==> config.mk <==
export PLATFORM = sky130hd
export DESIGN_NAME = rv_decode_top
export DESIGN_NICKNAME = d
export VERILOG_FILES = /design/src/logic/rv_decode_pkg.sv /design/src/logic/imm_gen.sv /design/src/logic/instr_matcher.sv /design/src/logic/rv_decode_top.sv /design/src/logic/uop_builder.sv /design/src/logic/uop_stage_reg.sv
export VERILOG_INCLUDE_DIRS = /design/src /design/src/logic
export SDC_FILE = /design/constraint.sdc
export NUM_CORES = 1
export LEC_CHECK = 0
export ABC_AREA = 1
export BUFFER_PORTS_ARGS = -buffer_cell sky130_fd_sc_hd__buf_2
export CAP_MARGIN = 20
export CORE_MARGIN = 2
export CORE_UTILIZATION = 28
export DETAILED_ROUTE_END_ITERATION = 10
export MAX_ROUTING_LAYER = met4
export PLACE_DENSITY = 0.44
export SLEW_MARGIN = 30
export SYNTH_ARGS = -nofsm -noshare
export SYNTH_HDL_FRONTEND = slang
export SYNTH_HIERARCHICAL = 1
export SYNTH_SLANG_ARGS = --single-unit
==> constraint.sdc <==
create_clock -name clk_i -period 3.6 [get_ports clk_i]
set_clock_uncertainty 0.1 [all_clocks]
set_input_delay 0.36 -clock clk_i [delete_from_list [all_inputs] [get_ports clk_i]]
set_output_delay 0.36 -clock clk_i [all_outputs]
set_load 0.005 [all_outputs]
==> src/logic/rv_decode_params.svh <==
`ifndef RV_DECODE_PARAMS_SVH
`define RV_DECODE_PARAMS_SVH

// Datapath and PC width.
`define RVD_XLEN      32
`define RVD_INSTR_W   32
`define RVD_REG_AW    5
`define RVD_CLS_W     6

// Rolling micro-op tag that wraps at 2**RVD_TAG_W.
`define RVD_TAG_W     4

// Fetch side defaults.
`define RVD_RESET_PC  32'h0000_0000
`define RVD_NOP_INSTR 32'h0000_0013

`endif

==> src/logic/rv_decode_pkg.sv <==
`include "rv_decode_params.svh"

package rv_decode_pkg;

    //////////////////////////////
    // Instruction word views
    //////////////////////////////

    typedef struct packed {
        logic [6:0]             funct7;
        logic [`RVD_REG_AW-1:0] rs2;
        logic [`RVD_REG_AW-1:0] rs1;
        logic [2:0]             funct3;
        logic [`RVD_REG_AW-1:0] rd;
        logic [6:0]             opcode;
    } r_fmt_t;

    typedef struct packed {
        logic [11:0]            imm;
        logic [`RVD_REG_AW-1:0] rs1;
        logic [2:0]             funct3;
        logic [`RVD_REG_AW-1:0] rd;
        logic [6:0]             opcode;
    } i_fmt_t;

    typedef struct packed {
        logic [6:0]             imm_hi;
        logic [`RVD_REG_AW-1:0] rs2;
        logic [`RVD_REG_AW-1:0] rs1;
        logic [2:0]             funct3;
        logic [4:0]             imm_lo;
        logic [6:0]             opcode;
    } s_fmt_t;

    typedef struct packed {
        logic                   imm_12;
        logic [5:0]             imm_10_5;
        logic [`RVD_REG_AW-1:0] rs2;
        logic [`RVD_REG_AW-1:0] rs1;
        logic [2:0]             funct3;
        logic [3:0]             imm_4_1;
        logic                   imm_11;
        logic [6:0]             opcode;
    } b_fmt_t;

    typedef struct packed {
        logic [19:0]            imm;
        logic [`RVD_REG_AW-1:0] rd;
        logic [6:0]             opcode;
    } u_fmt_t;

    typedef struct packed {
        logic                   imm_20;
        logic [9:0]             imm_10_1;
        logic                   imm_11;
        logic [7:0]             imm_19_12;
        logic [`RVD_REG_AW-1:0] rd;
        logic [6:0]             opcode;
    } j_fmt_t;

    typedef union packed {
        r_fmt_t r;
        i_fmt_t i;
        s_fmt_t s;
        b_fmt_t b;
        u_fmt_t u;
        j_fmt_t j;
    } instr_u;

    //////////////////////////////
    // Decode enumerations
    //////////////////////////////

    typedef enum logic [`RVD_CLS_W-1:0] {
        CLS_NONE,
        CLS_LUI, CLS_AUIPC, CLS_JAL, CLS_JALR,
        CLS_BEQ, CLS_BNE, CLS_BLT, CLS_BGE, CLS_BLTU, CLS_BGEU,
        CLS_LB, CLS_LH, CLS_LW, CLS_LBU, CLS_LHU,
        CLS_SB, CLS_SH, CLS_SW,
        CLS_ADDI, CLS_SLTI, CLS_SLTIU, CLS_XORI, CLS_ORI, CLS_ANDI,
        CLS_SLLI, CLS_SRLI, CLS_SRAI,
        CLS_ADD, CLS_SUB, CLS_SLT, CLS_SLTU, CLS_XOR, CLS_OR, CLS_AND
    } instr_class_e;

    typedef enum logic [2:0] {
        IMM_NONE, IMM_I, IMM_S, IMM_B, IMM_U, IMM_J, IMM_SHAMT
    } imm_fmt_e;

    typedef enum logic [3:0] {
        ALU_NOP, ALU_ADD, ALU_SUB, ALU_AND, ALU_OR, ALU_XOR,
        ALU_SLL, ALU_SRL, ALU_SRA, ALU_SLT, ALU_SLTU
    } alu_op_e;

    typedef enum logic [1:0] {
        OPND_RS1, OPND_RS2, OPND_IMM, OPND_PC
    } opnd_sel_e;

    typedef enum logic [2:0] {
        WB_NONE, WB_ALU, WB_IMM, WB_LINK, WB_MEM
    } wb_sel_e;

    typedef enum logic [3:0] {
        BR_NONE, BR_JAL, BR_JALR, BR_BEQ, BR_BNE, BR_BLT, BR_BGE, BR_BLTU, BR_BGEU
    } br_kind_e;

    typedef enum logic [3:0] {
        MEM_NONE, MEM_LB, MEM_LH, MEM_LW, MEM_LBU, MEM_LHU, MEM_SB, MEM_SH, MEM_SW
    } mem_kind_e;

    typedef struct packed {
        logic                   valid;
        logic                   illegal;
        logic                   taken;                // Fetch predicted taken.
        logic [`RVD_XLEN-1:0]   pc;
        logic [`RVD_TAG_W-1:0]  tag;
        logic [`RVD_REG_AW-1:0] rs1;
        logic                   rs1_en;
        logic [`RVD_REG_AW-1:0] rs2;
        logic                   rs2_en;
        logic [`RVD_REG_AW-1:0] rd;
        logic                   rd_en;
        logic [`RVD_XLEN-1:0]   imm;
        alu_op_e                alu;
        opnd_sel_e              op1_sel;
        opnd_sel_e              op2_sel;
        wb_sel_e                wb_sel;
        br_kind_e               br_kind;
        mem_kind_e              mem_kind;
    } uop_t;

    //////////////////////////////
    // Mask and match rules
    //////////////////////////////

    typedef struct packed {
        instr_class_e             cls;
        logic [`RVD_INSTR_W-1:0]  mask;
        logic [`RVD_INSTR_W-1:0]  value;
    } match_rule_t;

    localparam logic [`RVD_INSTR_W-1:0] MASK_OPC = 32'h0000_007f; // Opcode only.
    localparam logic [`RVD_INSTR_W-1:0] MASK_F3  = 32'h0000_707f; // Plus funct3.
    localparam logic [`RVD_INSTR_W-1:0] MASK_F7  = 32'hfe00_707f; // Plus funct7.

    localparam int N_RULES = 34;

    localparam match_rule_t MATCH_TABLE [N_RULES] = '{
        '{CLS_LUI,   MASK_OPC, 32'h0000_0037},
        '{CLS_AUIPC, MASK_OPC, 32'h0000_0017},
        '{CLS_JAL,   MASK_OPC, 32'h0000_006f},
        '{CLS_JALR,  MASK_F3,  32'h0000_0067},
        '{CLS_BEQ,   MASK_F3,  32'h0000_0063},
        '{CLS_BNE,   MASK_F3,  32'h0000_1063},
        '{CLS_BLT,   MASK_F3,  32'h0000_4063},
        '{CLS_BGE,   MASK_F3,  32'h0000_5063},
        '{CLS_BLTU,  MASK_F3,  32'h0000_6063},
        '{CLS_BGEU,  MASK_F3,  32'h0000_7063},
        '{CLS_LB,    MASK_F3,  32'h0000_0003},
        '{CLS_LH,    MASK_F3,  32'h0000_1003},
        '{CLS_LW,    MASK_F3,  32'h0000_2003},
        '{CLS_LBU,   MASK_F3,  32'h0000_4003},
        '{CLS_LHU,   MASK_F3,  32'h0000_5003},
        '{CLS_SB,    MASK_F3,  32'h0000_0023},
        '{CLS_SH,    MASK_F3,  32'h0000_1023},
        '{CLS_SW,    MASK_F3,  32'h0000_2023},
        '{CLS_ADDI,  MASK_F3,  32'h0000_0013},
        '{CLS_SLTI,  MASK_F3,  32'h0000_2013},
        '{CLS_SLTIU, MASK_F3,  32'h0000_3013},
        '{CLS_XORI,  MASK_F3,  32'h0000_4013},
        '{CLS_ORI,   MASK_F3,  32'h0000_6013},
        '{CLS_ANDI,  MASK_F3,  32'h0000_7013},
        '{CLS_SLLI,  MASK_F7,  32'h0000_1013},
        '{CLS_SRLI,  MASK_F7,  32'h0000_5013},
        '{CLS_SRAI,  MASK_F7,  32'h4000_5013},
        '{CLS_ADD,   MASK_F7,  32'h0000_0033},
        '{CLS_SUB,   MASK_F7,  32'h4000_0033},
        '{CLS_SLT,   MASK_F7,  32'h0000_2033},
        '{CLS_SLTU,  MASK_F7,  32'h0000_3033},
        '{CLS_XOR,   MASK_F7,  32'h0000_4033},
        '{CLS_OR,    MASK_F7,  32'h0000_6033},
        '{CLS_AND,   MASK_F7,  32'h0000_7033}
    };

endpackage

==> src/logic/imm_gen.sv <==
`include "rv_decode_params.svh"

module imm_gen (
    input  rv_decode_pkg::instr_u       instr_i,
    input  rv_decode_pkg::instr_class_e cls_i,
    output logic [`RVD_XLEN-1:0]        imm_o
);

    rv_decode_pkg::imm_fmt_e fmt;

    always_comb
    begin
        case (cls_i)
            rv_decode_pkg::CLS_LUI, rv_decode_pkg::CLS_AUIPC:
                fmt = rv_decode_pkg::IMM_U;
            rv_decode_pkg::CLS_JAL:
                fmt = rv_decode_pkg::IMM_J;
            rv_decode_pkg::CLS_BEQ, rv_decode_pkg::CLS_BNE, rv_decode_pkg::CLS_BLT,
            rv_decode_pkg::CLS_BGE, rv_decode_pkg::CLS_BLTU, rv_decode_pkg::CLS_BGEU:
                fmt = rv_decode_pkg::IMM_B;
            rv_decode_pkg::CLS_SB, rv_decode_pkg::CLS_SH, rv_decode_pkg::CLS_SW:
                fmt = rv_decode_pkg::IMM_S;
            rv_decode_pkg::CLS_SLLI, rv_decode_pkg::CLS_SRLI, rv_decode_pkg::CLS_SRAI:
                fmt = rv_decode_pkg::IMM_SHAMT;
            rv_decode_pkg::CLS_JALR, rv_decode_pkg::CLS_LB, rv_decode_pkg::CLS_LH,
            rv_decode_pkg::CLS_LW, rv_decode_pkg::CLS_LBU, rv_decode_pkg::CLS_LHU,
            rv_decode_pkg::CLS_ADDI, rv_decode_pkg::CLS_SLTI, rv_decode_pkg::CLS_SLTIU,
            rv_decode_pkg::CLS_XORI, rv_decode_pkg::CLS_ORI, rv_decode_pkg::CLS_ANDI:
                fmt = rv_decode_pkg::IMM_I;                 // SLTIU sign-extends as well.
            default:
                fmt = rv_decode_pkg::IMM_NONE;
        endcase
    end

    always_comb
    begin
        case (fmt)
            rv_decode_pkg::IMM_I:
                imm_o = {{(`RVD_XLEN-12){instr_i.i.imm[11]}}, instr_i.i.imm};
            rv_decode_pkg::IMM_S:
                imm_o = {{(`RVD_XLEN-12){instr_i.s.imm_hi[6]}}, instr_i.s.imm_hi,
                         instr_i.s.imm_lo};
            rv_decode_pkg::IMM_B:
                imm_o = {{(`RVD_XLEN-12){instr_i.b.imm_12}}, instr_i.b.imm_11,
                         instr_i.b.imm_10_5, instr_i.b.imm_4_1, 1'b0};
            rv_decode_pkg::IMM_U:
                imm_o = {instr_i.u.imm, 12'b0};
            rv_decode_pkg::IMM_J:
                imm_o = {{(`RVD_XLEN-20){instr_i.j.imm_20}}, instr_i.j.imm_19_12,
                         instr_i.j.imm_11, instr_i.j.imm_10_1, 1'b0};
            rv_decode_pkg::IMM_SHAMT:
                imm_o = {{(`RVD_XLEN-5){1'b0}}, instr_i.i.imm[4:0]};
            default:
                imm_o = '0;
        endcase
    end

endmodule

==> src/logic/instr_matcher.sv <==
`include "rv_decode_params.svh"

module instr_matcher (
    input  rv_decode_pkg::instr_u       instr_i,
    input  logic                        valid_i,
    input  logic                        flush_i,
    output rv_decode_pkg::instr_class_e cls_o,
    output logic                        active_o
);

    logic [`RVD_INSTR_W-1:0]           word;
    logic [rv_decode_pkg::N_RULES-1:0] hit;

    assign word     = instr_i;
    assign active_o = valid_i && !flush_i;  // Flush kills the incoming word.

    //////////////////////////////
    // One comparator per rule
    //////////////////////////////

    for (genvar g = 0; g < rv_decode_pkg::N_RULES; g++)
    begin : g_rule
        assign hit[g] = (word & rv_decode_pkg::MATCH_TABLE[g].mask)
                        == rv_decode_pkg::MATCH_TABLE[g].value;
    end

    // The rule set is disjoint, so at most one hit is set.
    always_comb
    begin
        cls_o = rv_decode_pkg::CLS_NONE;
        for (int i = 0; i < rv_decode_pkg::N_RULES; i++)
        begin
            if (active_o && hit[i])
            begin
                cls_o = rv_decode_pkg::MATCH_TABLE[i].cls;
            end
        end
    end

endmodule

==> src/logic/rv_decode_top.sv <==
`include "rv_decode_params.svh"

module rv_decode_top (
    input  logic                    clk_i,
    input  logic                    rstn_i,
    input  logic [`RVD_INSTR_W-1:0] instr_i,
    input  logic [`RVD_XLEN-1:0]    pc_i,
    input  logic                    instr_valid_i,
    input  logic                    pred_taken_i,
    input  logic                    stall_i,
    input  logic                    flush_i,
    output rv_decode_pkg::uop_t     uop_o
);

    rv_decode_pkg::instr_class_e cls;
    logic                        active;
    logic [`RVD_XLEN-1:0]        imm;
    rv_decode_pkg::uop_t         uop_next;

    //////////////////////////////
    // Combinational decode
    //////////////////////////////

    instr_matcher instr_matcher_inst (
        .instr_i  (instr_i),
        .valid_i  (instr_valid_i),
        .flush_i  (flush_i),
        .cls_o    (cls),
        .active_o (active)
    );

    imm_gen imm_gen_inst (
        .instr_i (instr_i),
        .cls_i   (cls),
        .imm_o   (imm)
    );

    uop_builder uop_builder_inst (
        .cls_i    (cls),
        .active_i (active),
        .instr_i  (instr_i),
        .imm_i    (imm),
        .pc_i     (pc_i),
        .taken_i  (pred_taken_i),
        .uop_o    (uop_next)
    );

    //////////////////////////////
    // Pipeline register
    //////////////////////////////

    uop_stage_reg uop_stage_reg_inst (
        .clk_i   (clk_i),
        .rstn_i  (rstn_i),
        .stall_i (stall_i),
        .uop_i   (uop_next),
        .uop_o   (uop_o)
    );

endmodule

==> src/logic/uop_builder.sv <==
`include "rv_decode_params.svh"

module uop_builder (
    input  rv_decode_pkg::instr_class_e cls_i,
    input  logic                        active_i,
    input  rv_decode_pkg::instr_u       instr_i,
    input  logic [`RVD_XLEN-1:0]        imm_i,
    input  logic [`RVD_XLEN-1:0]        pc_i,
    input  logic                        taken_i,
    output rv_decode_pkg::uop_t         uop_o
);

    always_comb
    begin
        uop_o         = '0;                          // Tag is filled in by the stage register.
        uop_o.valid   = active_i;
        uop_o.illegal = active_i && (cls_i == rv_decode_pkg::CLS_NONE);
        uop_o.taken   = taken_i;
        uop_o.pc      = pc_i;
        uop_o.imm     = imm_i;                       // Zero for CLS_NONE.

        //////////////////////////////
        // Operands and writeback
        //////////////////////////////
        case (cls_i)
            rv_decode_pkg::CLS_LUI:
            begin
                uop_o.rd_en   = 1'b1;
                uop_o.op1_sel = rv_decode_pkg::OPND_IMM;
                uop_o.wb_sel  = rv_decode_pkg::WB_IMM;
            end
            rv_decode_pkg::CLS_AUIPC:
            begin
                uop_o.rd_en   = 1'b1;
                uop_o.op1_sel = rv_decode_pkg::OPND_PC;
                uop_o.op2_sel = rv_decode_pkg::OPND_IMM;
                uop_o.wb_sel  = rv_decode_pkg::WB_ALU;
            end
            rv_decode_pkg::CLS_JAL, rv_decode_pkg::CLS_JALR:
            begin
                uop_o.rs1_en  = (cls_i == rv_decode_pkg::CLS_JALR);
                uop_o.rd_en   = 1'b1;
                uop_o.wb_sel  = rv_decode_pkg::WB_LINK;  // Return address.
            end
            rv_decode_pkg::CLS_BEQ, rv_decode_pkg::CLS_BNE, rv_decode_pkg::CLS_BLT,
            rv_decode_pkg::CLS_BGE, rv_decode_pkg::CLS_BLTU, rv_decode_pkg::CLS_BGEU:
            begin
                uop_o.rs1_en  = 1'b1;
                uop_o.rs2_en  = 1'b1;
                uop_o.op2_sel = rv_decode_pkg::OPND_RS2;
            end
            rv_decode_pkg::CLS_LB, rv_decode_pkg::CLS_LH, rv_decode_pkg::CLS_LW,
            rv_decode_pkg::CLS_LBU, rv_decode_pkg::CLS_LHU:
            begin
                uop_o.rs1_en  = 1'b1;
                uop_o.rd_en   = 1'b1;
                uop_o.wb_sel  = rv_decode_pkg::WB_MEM;
            end
            rv_decode_pkg::CLS_SB, rv_decode_pkg::CLS_SH, rv_decode_pkg::CLS_SW:
            begin
                uop_o.rs1_en  = 1'b1;
                uop_o.rs2_en  = 1'b1;
            end
            rv_decode_pkg::CLS_ADDI, rv_decode_pkg::CLS_SLTI, rv_decode_pkg::CLS_SLTIU,
            rv_decode_pkg::CLS_XORI, rv_decode_pkg::CLS_ORI, rv_decode_pkg::CLS_ANDI,
            rv_decode_pkg::CLS_SLLI, rv_decode_pkg::CLS_SRLI, rv_decode_pkg::CLS_SRAI:
            begin
                uop_o.rs1_en  = 1'b1;
                uop_o.rd_en   = 1'b1;
                uop_o.op2_sel = rv_decode_pkg::OPND_IMM;
                uop_o.wb_sel  = rv_decode_pkg::WB_ALU;
            end
            rv_decode_pkg::CLS_ADD, rv_decode_pkg::CLS_SUB, rv_decode_pkg::CLS_SLT,
            rv_decode_pkg::CLS_SLTU, rv_decode_pkg::CLS_XOR, rv_decode_pkg::CLS_OR,
            rv_decode_pkg::CLS_AND:
            begin
                uop_o.rs1_en  = 1'b1;
                uop_o.rs2_en  = 1'b1;
                uop_o.rd_en   = 1'b1;
                uop_o.op2_sel = rv_decode_pkg::OPND_RS2;
                uop_o.wb_sel  = rv_decode_pkg::WB_ALU;
            end
            default:
            begin
                uop_o.rd_en   = 1'b0;                // Illegal or idle slot.
            end
        endcase

        uop_o.rs1 = uop_o.rs1_en ? instr_i.r.rs1 : '0;
        uop_o.rs2 = uop_o.rs2_en ? instr_i.s.rs2 : '0;
        uop_o.rd  = uop_o.rd_en  ? instr_i.i.rd  : '0;

        case (cls_i)
            rv_decode_pkg::CLS_AUIPC, rv_decode_pkg::CLS_ADDI, rv_decode_pkg::CLS_ADD:
                uop_o.alu = rv_decode_pkg::ALU_ADD;
            rv_decode_pkg::CLS_SUB:  uop_o.alu = rv_decode_pkg::ALU_SUB;
            rv_decode_pkg::CLS_ANDI, rv_decode_pkg::CLS_AND:  uop_o.alu = rv_decode_pkg::ALU_AND;
            rv_decode_pkg::CLS_ORI, rv_decode_pkg::CLS_OR:    uop_o.alu = rv_decode_pkg::ALU_OR;
            rv_decode_pkg::CLS_XORI, rv_decode_pkg::CLS_XOR:  uop_o.alu = rv_decode_pkg::ALU_XOR;
            rv_decode_pkg::CLS_SLTI, rv_decode_pkg::CLS_SLT:  uop_o.alu = rv_decode_pkg::ALU_SLT;
            rv_decode_pkg::CLS_SLTIU, rv_decode_pkg::CLS_SLTU:
                uop_o.alu = rv_decode_pkg::ALU_SLTU;
            rv_decode_pkg::CLS_SLLI: uop_o.alu = rv_decode_pkg::ALU_SLL;
            rv_decode_pkg::CLS_SRLI: uop_o.alu = rv_decode_pkg::ALU_SRL;
            rv_decode_pkg::CLS_SRAI: uop_o.alu = rv_decode_pkg::ALU_SRA;
            default:                 uop_o.alu = rv_decode_pkg::ALU_NOP;
        endcase

        case (cls_i)
            rv_decode_pkg::CLS_JAL:  uop_o.br_kind = rv_decode_pkg::BR_JAL;
            rv_decode_pkg::CLS_JALR: uop_o.br_kind = rv_decode_pkg::BR_JALR;
            rv_decode_pkg::CLS_BEQ:  uop_o.br_kind = rv_decode_pkg::BR_BEQ;
            rv_decode_pkg::CLS_BNE:  uop_o.br_kind = rv_decode_pkg::BR_BNE;
            rv_decode_pkg::CLS_BLT:  uop_o.br_kind = rv_decode_pkg::BR_BLT;
            rv_decode_pkg::CLS_BGE:  uop_o.br_kind = rv_decode_pkg::BR_BGE;
            rv_decode_pkg::CLS_BLTU: uop_o.br_kind = rv_decode_pkg::BR_BLTU;
            rv_decode_pkg::CLS_BGEU: uop_o.br_kind = rv_decode_pkg::BR_BGEU;
            default:                 uop_o.br_kind = rv_decode_pkg::BR_NONE;
        endcase

        case (cls_i)
            rv_decode_pkg::CLS_LB:   uop_o.mem_kind = rv_decode_pkg::MEM_LB;
            rv_decode_pkg::CLS_LH:   uop_o.mem_kind = rv_decode_pkg::MEM_LH;
            rv_decode_pkg::CLS_LW:   uop_o.mem_kind = rv_decode_pkg::MEM_LW;
            rv_decode_pkg::CLS_LBU:  uop_o.mem_kind = rv_decode_pkg::MEM_LBU;
            rv_decode_pkg::CLS_LHU:  uop_o.mem_kind = rv_decode_pkg::MEM_LHU;
            rv_decode_pkg::CLS_SB:   uop_o.mem_kind = rv_decode_pkg::MEM_SB;
            rv_decode_pkg::CLS_SH:   uop_o.mem_kind = rv_decode_pkg::MEM_SH;
            rv_decode_pkg::CLS_SW:   uop_o.mem_kind = rv_decode_pkg::MEM_SW;
            default:                 uop_o.mem_kind = rv_decode_pkg::MEM_NONE;
        endcase
    end

endmodule

==> src/logic/uop_stage_reg.sv <==
`include "rv_decode_params.svh"

module uop_stage_reg (
    input  logic                clk_i,
    input  logic                rstn_i,
    input  logic                stall_i,
    input  rv_decode_pkg::uop_t uop_i,
    output rv_decode_pkg::uop_t uop_o
);

    logic [`RVD_TAG_W-1:0] tag_q;
    rv_decode_pkg::uop_t   uop_d;
    rv_decode_pkg::uop_t   uop_q;

    always_comb
    begin
        uop_d     = uop_i;
        uop_d.tag = tag_q;                            // Tag before the increment.
    end

    always_ff @(posedge clk_i)
    begin
        if (!rstn_i)
        begin
            uop_q <= '0;
            tag_q <= '0;
        end
        else if (!stall_i)
        begin
            uop_q <= uop_d;
            if (uop_i.valid && !uop_i.illegal)
            begin
                tag_q <= tag_q + 1'b1;                // Wraps at 16.
            end
        end
    end

    assign uop_o = uop_q;

endmodule

# Yosys cells after proc, flatten, opt, wreduce, memory -nomap -nowiden
# Memories as Yosys holds them, arrays and structs flattened. A register that Yosys moved wholly into a read port is not among the register bits.
# Index checks and enable logic that the tools add are counted.
[totals]
reg_bits = 108
latch_bits = 0
mem_bits_ro = 544
elab_cells = 197
inputBits = 70
memories = 4
out_inout_bits = 108
ramBits = 0
[mem_list]
columns = ["name", "depth", "width", "rd", "rd_ports_with_merged_regs", "write_ports", "line_no", "rtl"]
rows = [
  ["(no name shown)", 64, 4, 1, 1, 0, "uop_builder.sv:93", "case (cls_i)"],
  ["(no name shown)", 32, 4, 1, 0, 0, "uop_builder.sv:121", "case (cls_i)"],
  ["(no name shown)", 32, 3, 1, 0, 0, "imm_gen.sv:13", "case (cls_i)"],
  ["(no name shown)", 16, 4, 1, 0, 0, "uop_builder.sv:109", "case (cls_i)"],
]
[classes]
n_mul = 0
shifts = 0
reduce_logical = 52
mux = 47
div = 0
magnitude_cmp = 0
n_eq_ne = 74
n_addsub = 1
bitwise_logic = 1
[op_table]
columns = ["cell", "n"]
rows = [
  ["6-bit 2-to-1 mux", 33],
  ["32-bit one-hot mux with 6 select lines", 1],
  ["6-bit by 5-bit equality test with 1-bit output, second input constant", 16],
  ["10-bit equality test, second input constant", 9],
  ["17-bit by 10-bit equality test with 1-bit output, second input constant", 4],
  ["6-bit by 4-bit equality test with 1-bit output, second input constant", 8],
  ["10-bit by 9-bit equality test with 1-bit output, second input constant", 4],
  ["1-bit logical AND", 37],
  ["17-bit by 16-bit equality test with 1-bit output, second input constant", 2],
  ["17-bit by 9-bit equality test with 1-bit output, second input constant", 2],
  ["10-bit by 8-bit equality test with 1-bit output, second input constant", 3],
  ["30-bit OR reduction", 1],
  ["25-bit OR reduction", 1],
  ["6-bit by 3-bit equality test with 1-bit output, second input constant", 4],
  ["10-bit by 7-bit equality test with 1-bit output, second input constant", 2],
  ["6-bit equality test, second input constant", 3],
  ["17-bit by 6-bit equality test with 1-bit output, second input constant", 1],
  ["17-bit by 8-bit equality test with 1-bit output, second input constant", 1],
  ["17-bit OR reduction", 1],
  ["16-bit OR reduction", 1],
  ["5-bit 2-to-1 mux", 3],
  ["13-bit OR reduction", 1],
  ["6-bit by 2-bit equality test with 1-bit output, second input constant", 2],
  ["3-bit one-hot mux with 4 select lines", 1],
  ["24 further kinds", 34],
]

# Depth between registers and ports, before layout
# Gate-level depths: netlist of run 1.
[depth]
depth_word = 42
depth_mapped = 28
ltp_nobuf = 27

# Cells and area by module
# The synthesis of run 1 kept the hierarchy.
[modules_own_cells]
columns = ["mod", "area_per_inst_um2", "cells_each", "n_inst", "seq_area_each_um2"]
rows = [
  ["uop_stage_reg", 4259.1, 492, 1, 2242.2],
  ["uop_builder", 1351.3, 244, 1, 0.0],
  ["instr_matcher", 774.5, 136, 1, 0.0],
  ["imm_gen", 608.1, 123, 1, 0.0],
]

# Worst setup path before layout of run 1
# Ideal clock, no wire load.
[synth_timing]
kind = "input to register"
from = "input port instr_i[26]"
to = "register uop_stage_reg_inst.uop_q, in the netlist uop_stage_reg_inst/uop_o[64]"
n_path_buf = 0
t_required_ns = 3.384
slack_ns = 0.528
arrival_time_ns = 2.856
setup_ns = 0.116
path_stages = 20
path_cell_list = "or3_4 nor2_4 nand3_1 nor2_2 a31oi_1 nand4_1 nor2_1 nand2_1 inv_1 ha_1 nor2_1 nand2_1 nand2_1 nand2_1 o21ai_0 nand3_1 nor2_2 nor2_1 o21ai_0 nor2_1"
[synth_lines]
columns = ["element", "line_no", "rtl"]
rows = [
  ["start: declaration", "rv_decode_top.sv:6", "input logic [`RVD_INSTR_W-1:0] instr_i,"],
  ["end signal: assignment", "uop_stage_reg.sv:30", "uop_q <= uop_d;"],
  ["end: declaration", "uop_stage_reg.sv:13", "rv_decode_pkg::uop_t uop_q;"],
]

==> flow_summary.toml, run 1 <==
[run_status]
status = "finished clean"

[clock_tree]
htree_levels = 3
cts_hold_buffers = 0
post_cts_buffers = 0
clkTransAtPathRegs_ns = 0.09
cts_root_buf = "clkbuf_16"
cts_buffer_depth = 2
cts_buffers = 9
clk_latency_ns = 0.36
cts_tree = "built"
clock-sinks = 112

[place]
io_buffers = 177
routabilityCongestion = 0.867
place_inst = 1412
dp_slack_ns = 0.0229
dpl.hpwl_um = 15000

[hold_path]
hold_class = "input port to flip-flop"
min_delay_path_depth = 3

[global_routing]
track_usage_pct = 15.7
grt_first_pass_wirelength_um = 32000
grt_max_degree = 73
first_global_vias = 5873
overflow = 0
antenna_found_initial = 0

[power]
total_power_mw = 2.77
pwr_density_cell_nw_per_um2 = 348
irDropWorstVdd_uv = 234
p_leak_nw = 4.00

[synthesis]
syn_inst = 990
synth_nets = 1066
yosysWarnings = 6
syn-cell-area_um2 = 6960
avgSynthCellArea_um2 = 7.03

[timing]
tightest_slew_ns = 0.644
max_freq_mhz = 316
slew_headroom_pct = 57.1
period_needed_ns = 3.16
layout_setup_ws_ns = 0.440
hold_violations = 0
final-setup-viol-count = 0
fin_crit_sh_pct = 87.8
finalMaxSlewViolations = 0
rsz0062_at_grt = "false"

[route]
routed_wirelength_um = 20200
drc = 0
wl_per_cell_um = 14.2
drt-pass1-iter-count = 5
dr_total_vias = 6396
vias_per_cell = 4.48
ant_nets = 0
drt_iter0_drc = 444

[floorplan]
start_util_pct = 28.5
fp.dieW_um = 162
ios = 178
rows = 57
die_area_um2 = 26100
coreArea_um2 = 24400
fp.dieH_um = 162

[setup_path]
path_class = "input port to flip-flop"
critPathBufInv = 7
required_ns = 3.80
critPathTopFamily = "simple AND/OR/NAND/NOR gates"
worst_path_largest_cell_delay_ns = 0.46
start_kind = "input port"
cp.arrival_ns = 3.36
critical_path_depth = 19
endpoint_kind = "flip-flop"
slowest_stage = "nor2_2"
cp_cell_sequence = "buf_2 -> nor2_1 -> inv_1 -> nor2_2 -> inv_2 -> nor2_4 -> inv_2 -> nor3_4 -> o21ai_2 -> inv_2 -> nor2_2 -> o2111a_1 -> nand2_1 -> inv_1 -> nor2_2 -> inv_1 -> nor3_1 -> o21ai_0 -> nor2_1"
critPathMaxFanout = 15
ff2ff_path_depth = 5

[final_layout]
num-nets-final = 1175
instances_no_fill = 1428
fin_util_pct = 32.6
drive_above_1_share_pct = 35.4
area_delta_synth_final_pct = 14.3
n_fill_cell = 2758
antenna_cells = 0

[job]
cap_violations = 0
## final timing paths
check,to,slack (ns),startpoint
max,uop_stage_reg_inst/uop_o[3],0.44,instr_i[28]
min,uop_stage_reg_inst/uop_o[80],0.12,pc_i[7]
min reg2reg,uop_stage_reg_inst/uop_o[107],0.37,uop_stage_reg_inst/uop_o[107]
max reg2reg,uop_stage_reg_inst/tag_q[3],2.61,uop_stage_reg_inst/tag_q[1]
## state kept, by name (all words and copies together) (netlist names)
| register | flops |
|---|---|
| uop_stage_reg_inst/tag_q | 4 |
| uop_stage_reg_inst/uop_o | 108 |
## cell type report
| class | instances | area [um2] | area share (%) |
|---|---|---|---|
| Sequential cell | 112 | 2240 | 28.2 |
| Timing Repair Buffer | 211 | 1170 | 14.7 |
| Tap cell | 324 | 405 | 5.10 |
| Clock inverter | 6 | 60.1 | 0.755 |
| Clock buffer | 10 | 239 | 3.00 |
| Inverter | 87 | 335 | 4.22 |
| Multi-Input combinational cell | 678 | 3500 | 44.0 |
## worst reg2reg max path, stage by stage, from the launching register on
cell     delay [ns]
dfxtp_1        0.40
nand2_1        0.07
nor2_1         0.13
nand3_1        0.09
nand2_1        0.07
nor2_1         0.04
## per-layer routing
metal	vias to the layer above	wire length (um)	global-route usage, %
met2	136	9300	24.6
met4	0	150	3.10
met1	2931	10000	21.6
li1	3323	-	-
met5	-	0	-
met3	6	771	2.30
## cell usage in the layout (no fill, tap or decap), drive strengths merged
cell type / n
o211ai: 6
a2111oi: 1
nor4: 3
a311oi: 1
ha: 6
nor3: 6
o21ai: 123
nor2: 298
clkinvlp: 2
o31ai: 1
nand3: 58
buf: 211
clkbuf: 10
and3: 1
o21a: 1
o32ai: 1
and2: 3
inv: 89
nand2: 121
o221ai: 1
a22oi: 1
clkinv: 2
or3: 1
a21oi: 22
o2111a: 1
nand4: 20
a31oi: 1
dfxtp: 112
or2: 1
## report_power, final
group / switching, mW / internal (mW)
Clock: 0.536 / 0.507
Sequential: 0.0405 / 1.31
Combinational: 0.224 / 0.153
Total: 0.801 / 1.97
## repair_timing
item | 4_1_cts | 5_1_grt
gates resized for setup | 0 | 1
setup endpoints to repair | 0 | 2
endpoints found under the hold margin | 0 | 0
## metrics by stage
| step | cell area (um2) | setup TNS (ns) | hold slack (ns) |
|---|---|---|---|
| after floorplan | 6960 | 0 | 0.359 |
| after global placement | 7650 | -0.0603 | 0.358 |
| after detailed placement | 7650 | 0 | 0.354 |
| after CTS | 7950 | 0 | 0.110 |
| after global routing | 7950 | 0 | 0.129 |
| final | 7950 | 0 | 0.124 |
No activity file was read; power rests on OpenSTA's default activity.
==> run 2: changes to the inputs <==
--- a/config.mk
+++ b/config.mk
@@ -13,9 +13,8 @@
 export CORE_UTILIZATION = 28
 export DETAILED_ROUTE_END_ITERATION = 10
 export MAX_ROUTING_LAYER = met4
-export PLACE_DENSITY = 0.44
+export PLACE_DENSITY = 0.47
 export SLEW_MARGIN = 30
 export SYNTH_ARGS = -nofsm -noshare
 export SYNTH_HDL_FRONTEND = slang
-export SYNTH_HIERARCHICAL = 1
 export SYNTH_SLANG_ARGS = --single-unit
==> constraint.sdc (replaced) <==
create_clock -name clk_i -period 2.6 [get_ports clk_i]
set_clock_uncertainty 0.1 [all_clocks]
set_input_delay 0.26 -clock clk_i [delete_from_list [all_inputs] [get_ports clk_i]]
set_output_delay 0.26 -clock clk_i [all_outputs]
set_load 0.005 [all_outputs]
==> run 2 against run 1 <==
  * The flow now finishes with violations (negative setup slack)
  * Utilization up 13 points
  * Combinational power is 29% higher
  * Routed wire length grew 4.8%
  * Setup slack lost 0.69 ns
  * Via count up 6.8%
  * Synthesized cell count fell by 11%
  * Clock-buffer cell count stayed put
  * Clock power is 32% higher
  * Sequential power grew 33%
  * Flip-flop and latch count did not move
  * Power rose by 32%
==> flow_summary.toml, run 2 <==
[final_layout]
drive_above_1_share_pct = 43.9
fin_util_pct = 45.7
area_delta_synth_final_pct = 59.2
n_fill_cell = 2105
largest_reg_flops = 108
antenna_cells = 0
final_cell_mix = "216 x nand2_1, 165 x buf_2, 154 x buf_4, 112 x dfxtp_1, 109 x nor2_1"
num-nets-final = 1281
final_common_cell = "nand2_1"

[clock_tree]
clkTransAtPathRegs_ns = 0.07
cts_tree = "built"
htree_levels = 3
cts_hold_buffers = 0
cts_buffer_depth = 2
clock-sinks = 112
clk_latency_ns = 0.35
cts_root_buf = "clkbuf_16"
cts_buffers = 9

[synthesis]
synthTopCellsByCount = "239 x nand2_1, 122 x nor2_1, 112 x dfxtp_1, 73 x a21oi_1, 65 x o21ai_0"
synth-simple-area-share_pct = 37.1
synth_ff_type = "dfxtp_1"
synth_nets = 958
ys_ff_latch = 112
synth_xor_area_share_pct = 0.150
synth_top_family_by_area = "simple AND/OR/NAND/NOR gates"
synth_area_leaders = "dfxtp_1 39%, nand2_1 15%, nor2_1 7.9%"
synth_edf_count = 0
yosysWarnings = 0
synth_compound_area_share_pct = 15.3
syn-cell-area_um2 = 5820
synth_most_common_cell = "nand2_1"
yosysSeqAreaShare_pct = 38.5
synth_adder_area_share_pct = 1.50
avgSynthCellArea_um2 = 6.61
ys_types = 42
synthMuxAreaShare_pct = 0
netlist.area_leader.share_pct = 38.5
yosys.area.top_type = "dfxtp_1"
synthArstFlopShare_pct = 0
syn_inst = 881

[timing]
period_needed_ns = 2.85
layout_setup_ws_ns = -0.254
rsz0062_at_grt = "true"
final-setup-viol-count = 52
slew_headroom_pct = 63.4
fin_crit_sh_pct = 110
hold_violations = 0
tightest_slew_ns = 0.549
finalMaxSlewViolations = 0
max_freq_mhz = 350

[floorplan]
fp.dieW_um = 148
die_area_um2 = 22000
coreArea_um2 = 20300
ios = 178
fp.dieH_um = 148
start_util_pct = 28.7
rows = 52

[setup_path]
r2r_start = "uop_stage_reg_inst.tag_q[1]"
rr_endpoint = "uop_stage_reg_inst.tag_q[2]"
cp.arrival_ns = 3.00
path_class = "input port to flip-flop"
ff2ff_path_depth = 4
rrSetupSlack_ns = 1.49
endpoint_kind = "flip-flop"
critPathMaxFanout = 6
required_ns = 2.75
start_kind = "input port"

[route]
drc = 0
routed_wirelength_um = 21200
wl_per_cell_um = 14.3
dr_total_vias = 6830
drt-pass1-iter-count = 4
ant_nets = 0
vias_per_cell = 4.62
drt_iter0_drc = 276

[run_status]
violations = "negative setup slack"
status = "finished with violations"

[hold_path]
hold_end = "uop_stage_reg_inst.uop_o[105]"
hold_class = "input port to flip-flop"
min_delay_path_depth = 3
min_from = "pred_taken_i"

[power]
irDropWorstVdd_uv = 319
pwr_density_cell_nw_per_um2 = 393
total_power_mw = 3.65
p_leak_nw = 4.49

[global_routing]
grt_first_pass_wirelength_um = 33500
track_usage_pct = 19.5
overflow = 0
grt_max_degree = 56
first_global_vias = 6638
antenna_found_initial = 0

[job]
cap_violations = 0

[place]
dpl.hpwl_um = 15800
routabilityCongestion = 0.890
io_buffers = 177
## run 2: worst max path at each step
stage / startpoint / to / slack, ns
after floorplan: flush_i / uop_stage_reg_inst.uop_o[64] / -0.19
after global placement: instr_i[1] / uop_stage_reg_inst.uop_o[64] / -0.80
after detailed placement: instr_i[1] / uop_stage_reg_inst.uop_o[64] / -0.84
after CTS: flush_i / uop_stage_reg_inst.uop_o[67] / -0.17
after global routing: flush_i / uop_stage_reg_inst.uop_o[68] / -0.48
final: instr_i[3] / uop_stage_reg_inst.uop_o[63] / -0.25
## run 2: area by class of cell
cell class	instances	area (um2)	share of cell area [%]
clock buffer	10	239	2.58
timing repair buffer	352	2410	26.0
tap	270	338	3.64
multi-input combinational	660	3680	39.7
inverter	69	307	3.31
sequential	112	2240	24.2
clock inverter	6	50.0	0.540
## run 2: where the power goes
part / total [mW] / switching [mW] / internal, mW
clock: 1.37 / 0.675 / 0.691
combinational: 0.487 / 0.272 / 0.214
sequential: 1.79 / 0.0245 / 1.77
total: 3.65 / 0.972 / 2.67
## run 2: what timing repair did
item | in CTS | in global routing
pin swaps | 63 | 13
endpoints found under the setup margin | 54 | 59
hold endpoints to repair | 0 | 0
resized for setup | 113 | 46
buffers inserted | 19 | 8
gates cloned | 1 | 0
## run 2: cells by family after synthesis
family	count (synthesis)
AOI/OAI and AO/OA	163
and+or+nand+nor	489
DFF	112
adders and majority gates	7
buffers and inverters	109
xor gates and xnor gates	1
## run 2: worst max-delay path: stages
cell and delay, ns:
buf_8 0.10, nor2_4 0.15, nand2_8 0.10, buf_12 0.14, nor2_4 0.13, nand2_2 0.08
inv_2 0.10, buf_4 0.11, nand3_2 0.06, nand4_1 0.10, nor2_2 0.07, nand3_4 0.16
inv_4 0.08, ha_4 0.19, buf_6 0.12, o41ai_4 0.31, nand2_1 0.10, nand2_2 0.09
nand4_1 0.20, buf_6 0.21, nand2_2 0.07, a21oi_2 0.05
## run 2: per-layer routing
metal,vias up,GRT usage [%],routed length (um)
li1,3507,-,-
met4,0,5.52,367
met1,3116,25.7,10100
met2,181,30.8,9650
met5,-,-,0
met3,26,3.68,1060
## run 2: stage by stage
step                cells  setup WS [ns]  TNS [ns]  hold WS, ns  instance area, um2
global route         1479         -0.480    -19.88       0.0381                9270
floorplan             881         -0.187     -4.53        0.301                5960
finish               1479         -0.254     -7.54       0.0383                9270
CTS                  1471         -0.175     -4.44       0.0223                9000
detailed placement   1436         -0.841    -41.24        0.354                8150
global placement     1436         -0.803    -40.59        0.351                8150
==> run 3: changes to the inputs <==
--- a/config.mk
+++ b/config.mk
@@ -10,10 +10,10 @@
 export BUFFER_PORTS_ARGS = -buffer_cell sky130_fd_sc_hd__buf_2
 export CAP_MARGIN = 20
 export CORE_MARGIN = 2
-export CORE_UTILIZATION = 28
+export CORE_UTILIZATION = 25
 export DETAILED_ROUTE_END_ITERATION = 10
 export MAX_ROUTING_LAYER = met4
-export PLACE_DENSITY = 0.47
+export PLACE_DENSITY = 0.42
 export SLEW_MARGIN = 30
 export SYNTH_ARGS = -nofsm -noshare
 export SYNTH_HDL_FRONTEND = slang
==> run 3 against run 2 <==
  * The flow still finishes with violations (negative setup slack)
  * Final area is 5.5% higher
  * First-iteration DRC count up 13%
  * Clock-buffer cell count rose by 1
  * Setup slack better by 0.0078 ns
  * Via count increased by 0.41%
  * Sequential share of layout area down 1.3 points
  * Cell count rose by 4.5%
  * Combinational power grew 5.7%
  * Worst hold slack worse by 0.0033 ns
  * Power rose by 1.5%
  * Utilization decreased by 2.7 points
==> flow_summary.toml, run 3 (synthesized netlist as in run 2, its figures left out) <==
[run_status]
status = "finished with violations"
violations = "negative setup slack"

[clock_tree]
cts_buffer_depth = 2
cts_tree = "built"
htree_levels = 3
clkTransAtPathRegs_ns = 0.08
clk_latency_ns = 0.35
cts_buffers = 9
cts_root_buf = "clkbuf_16"
clock-sinks = 112
cts_hold_buffers = 0

[floorplan]
rows = 55
fp.dieH_um = 157
die_area_um2 = 24500
fp.dieW_um = 157
coreArea_um2 = 22800
ios = 178
start_util_pct = 25.6

[timing]
rsz0062_at_grt = "true"
fin_crit_sh_pct = 109
hold_violations = 0
max_freq_mhz = 351
tightest_slew_ns = 0.671
final-setup-viol-count = 53
finalMaxSlewViolations = 0
holdWs_ns = 0.0350
layout_setup_ws_ns = -0.246
period_needed_ns = 2.85
slew_headroom_pct = 55.3

[global_routing]
grt_first_pass_wirelength_um = 34300
overflow = 0
grt_max_degree = 58
antenna_found_initial = 0
track_usage_pct = 18.2
first_global_vias = 6536

[power]
seqPwrFrac_pct = 48.4
switching_share_pct = 27.3
internal-power_mw = 2.69
clkPwrFrac_pct = 37.6
total_power_mw = 3.70
p_leak_nw = 4.70
irDropWorstVdd_uv = 293
p_comb_share_pct = 13.9
p_switching_mw = 1.01
pwr_density_cell_nw_per_um2 = 378

[route]
wl_per_cell_um = 14.2
vias_per_cell = 4.44
drc = 0
drt_iter0_drc = 313
ant_nets = 0
routed_wirelength_um = 22000
drt-pass1-iter-count = 5
dr_total_vias = 6858

[place]
dp_slack_ns = -0.813
io_buffers = 177
dpl.hpwl_um = 16000
routabilityCongestion = 0.898

[final_layout]
final_cell_mix = "185 x nand2_1, 170 x buf_4, 165 x buf_2, 112 x dfxtp_1, 103 x nor2_1"
area_delta_synth_final_pct = 68.0
largest_reg_flops = 108
antenna_cells = 0
final_common_cell = "nand2_1"
num-nets-final = 1305
drive_above_1_share_pct = 49.6
n_fill_cell = 2417

[hold_path]
hold_class = "input port to flip-flop"
min_from = "pc_i[18]"

[setup_path]
endpoint_kind = "flip-flop"
cp.arrival_ns = 2.96
critPathMaxFanout = 6
start_kind = "input port"
r2r_start = "uop_stage_reg_inst.tag_q[1]"
required_ns = 2.72
crit_path_start = "flush_i"
path_class = "input port to flip-flop"

[job]
cap_violations = 0
## run 3: path summary, 6_finish.rpt
kind	end	slack, ns	depth (start not counted)
hold reg to reg	uop_stage_reg_inst.uop_o[31]	0.36	2
setup reg to reg	uop_stage_reg_inst.tag_q[2]	1.48	4
hold / removal	uop_stage_reg_inst.uop_o[91]	0.03	3
setup / recovery	uop_stage_reg_inst.uop_o[54]	-0.25	23
## run 3: worst max-delay path, stage by stage
cell      delay [ns]
buf_8           0.09
inv_12          0.03
nand2_8         0.07
buf_4           0.11
buf_4           0.11
nor2_2          0.05
nand2_1         0.07
inv_1           0.04
nor2_1          0.10
nand4_1         0.09
nor2_1          0.11
nand4_1         0.13
nor2_2          0.20
nand3_4         0.15
buf_6           0.15
ha_4            0.17
buf_12          0.13
buf_4           0.12
o311ai_1        0.27
nand4_1         0.20
buf_12          0.19
nand3_2         0.05
a21oi_1         0.06
## run 3: area by class of cell
| cell class | count | area (um2) | share of cell area (%) |
|---|---|---|---|
| Tap cell | 313 | 392 | 4.00 |
| Clock buffer | 11 | 243 | 2.48 |
| Inverter | 69 | 319 | 3.26 |
| Clock inverter | 5 | 51.3 | 0.524 |
| Multi-Input combinational cell | 661 | 3930 | 40.1 |
| Sequential cell | 112 | 2240 | 22.9 |
| Timing Repair Buffer | 375 | 2610 | 26.7 |
## run 3: through the flow
step	util [%]	cells	cell area [um2]	setup TNS (ns)
6_report	42.9	1546	9780	-9.94
3_3_place_gp	36.1	1479	8210	-41.62
3_5_place_dp	36.1	1479	8210	-44.18
5_1_grt	42.9	1546	9780	-22.52
4_1_cts	41.2	1535	9390	-6.67
2_1_floorplan	-	881	5960	-4.53
## run 3: what timing repair did
action,CTS,global route
buffers inserted,38,17
pin swaps,63,53
endpoints found under the setup margin,61,64
gates resized for setup,152,91
cloned,2,0
endpoints found under the hold margin,0,0
## run 3: routing by layer
metal	wire length (um)	part of all wire (%)	GRT usage (%)
met1	10400	47	23.4
met2	9920	45	27.9
met3	1180	5.3	4.21
met4	543	2.5	6.29
met5	0	0	-
## run 3: power groups by stage
stage               combinational [mW]  clock, mW  sequential, mW
floorplan                        0.191          0            1.84
global route                     0.567       1.52            1.80
global placement                 0.445          0            1.83
finish                           0.515       1.39            1.79
detailed placement               0.441          0            1.83
CTS                              0.490       1.46            1.79
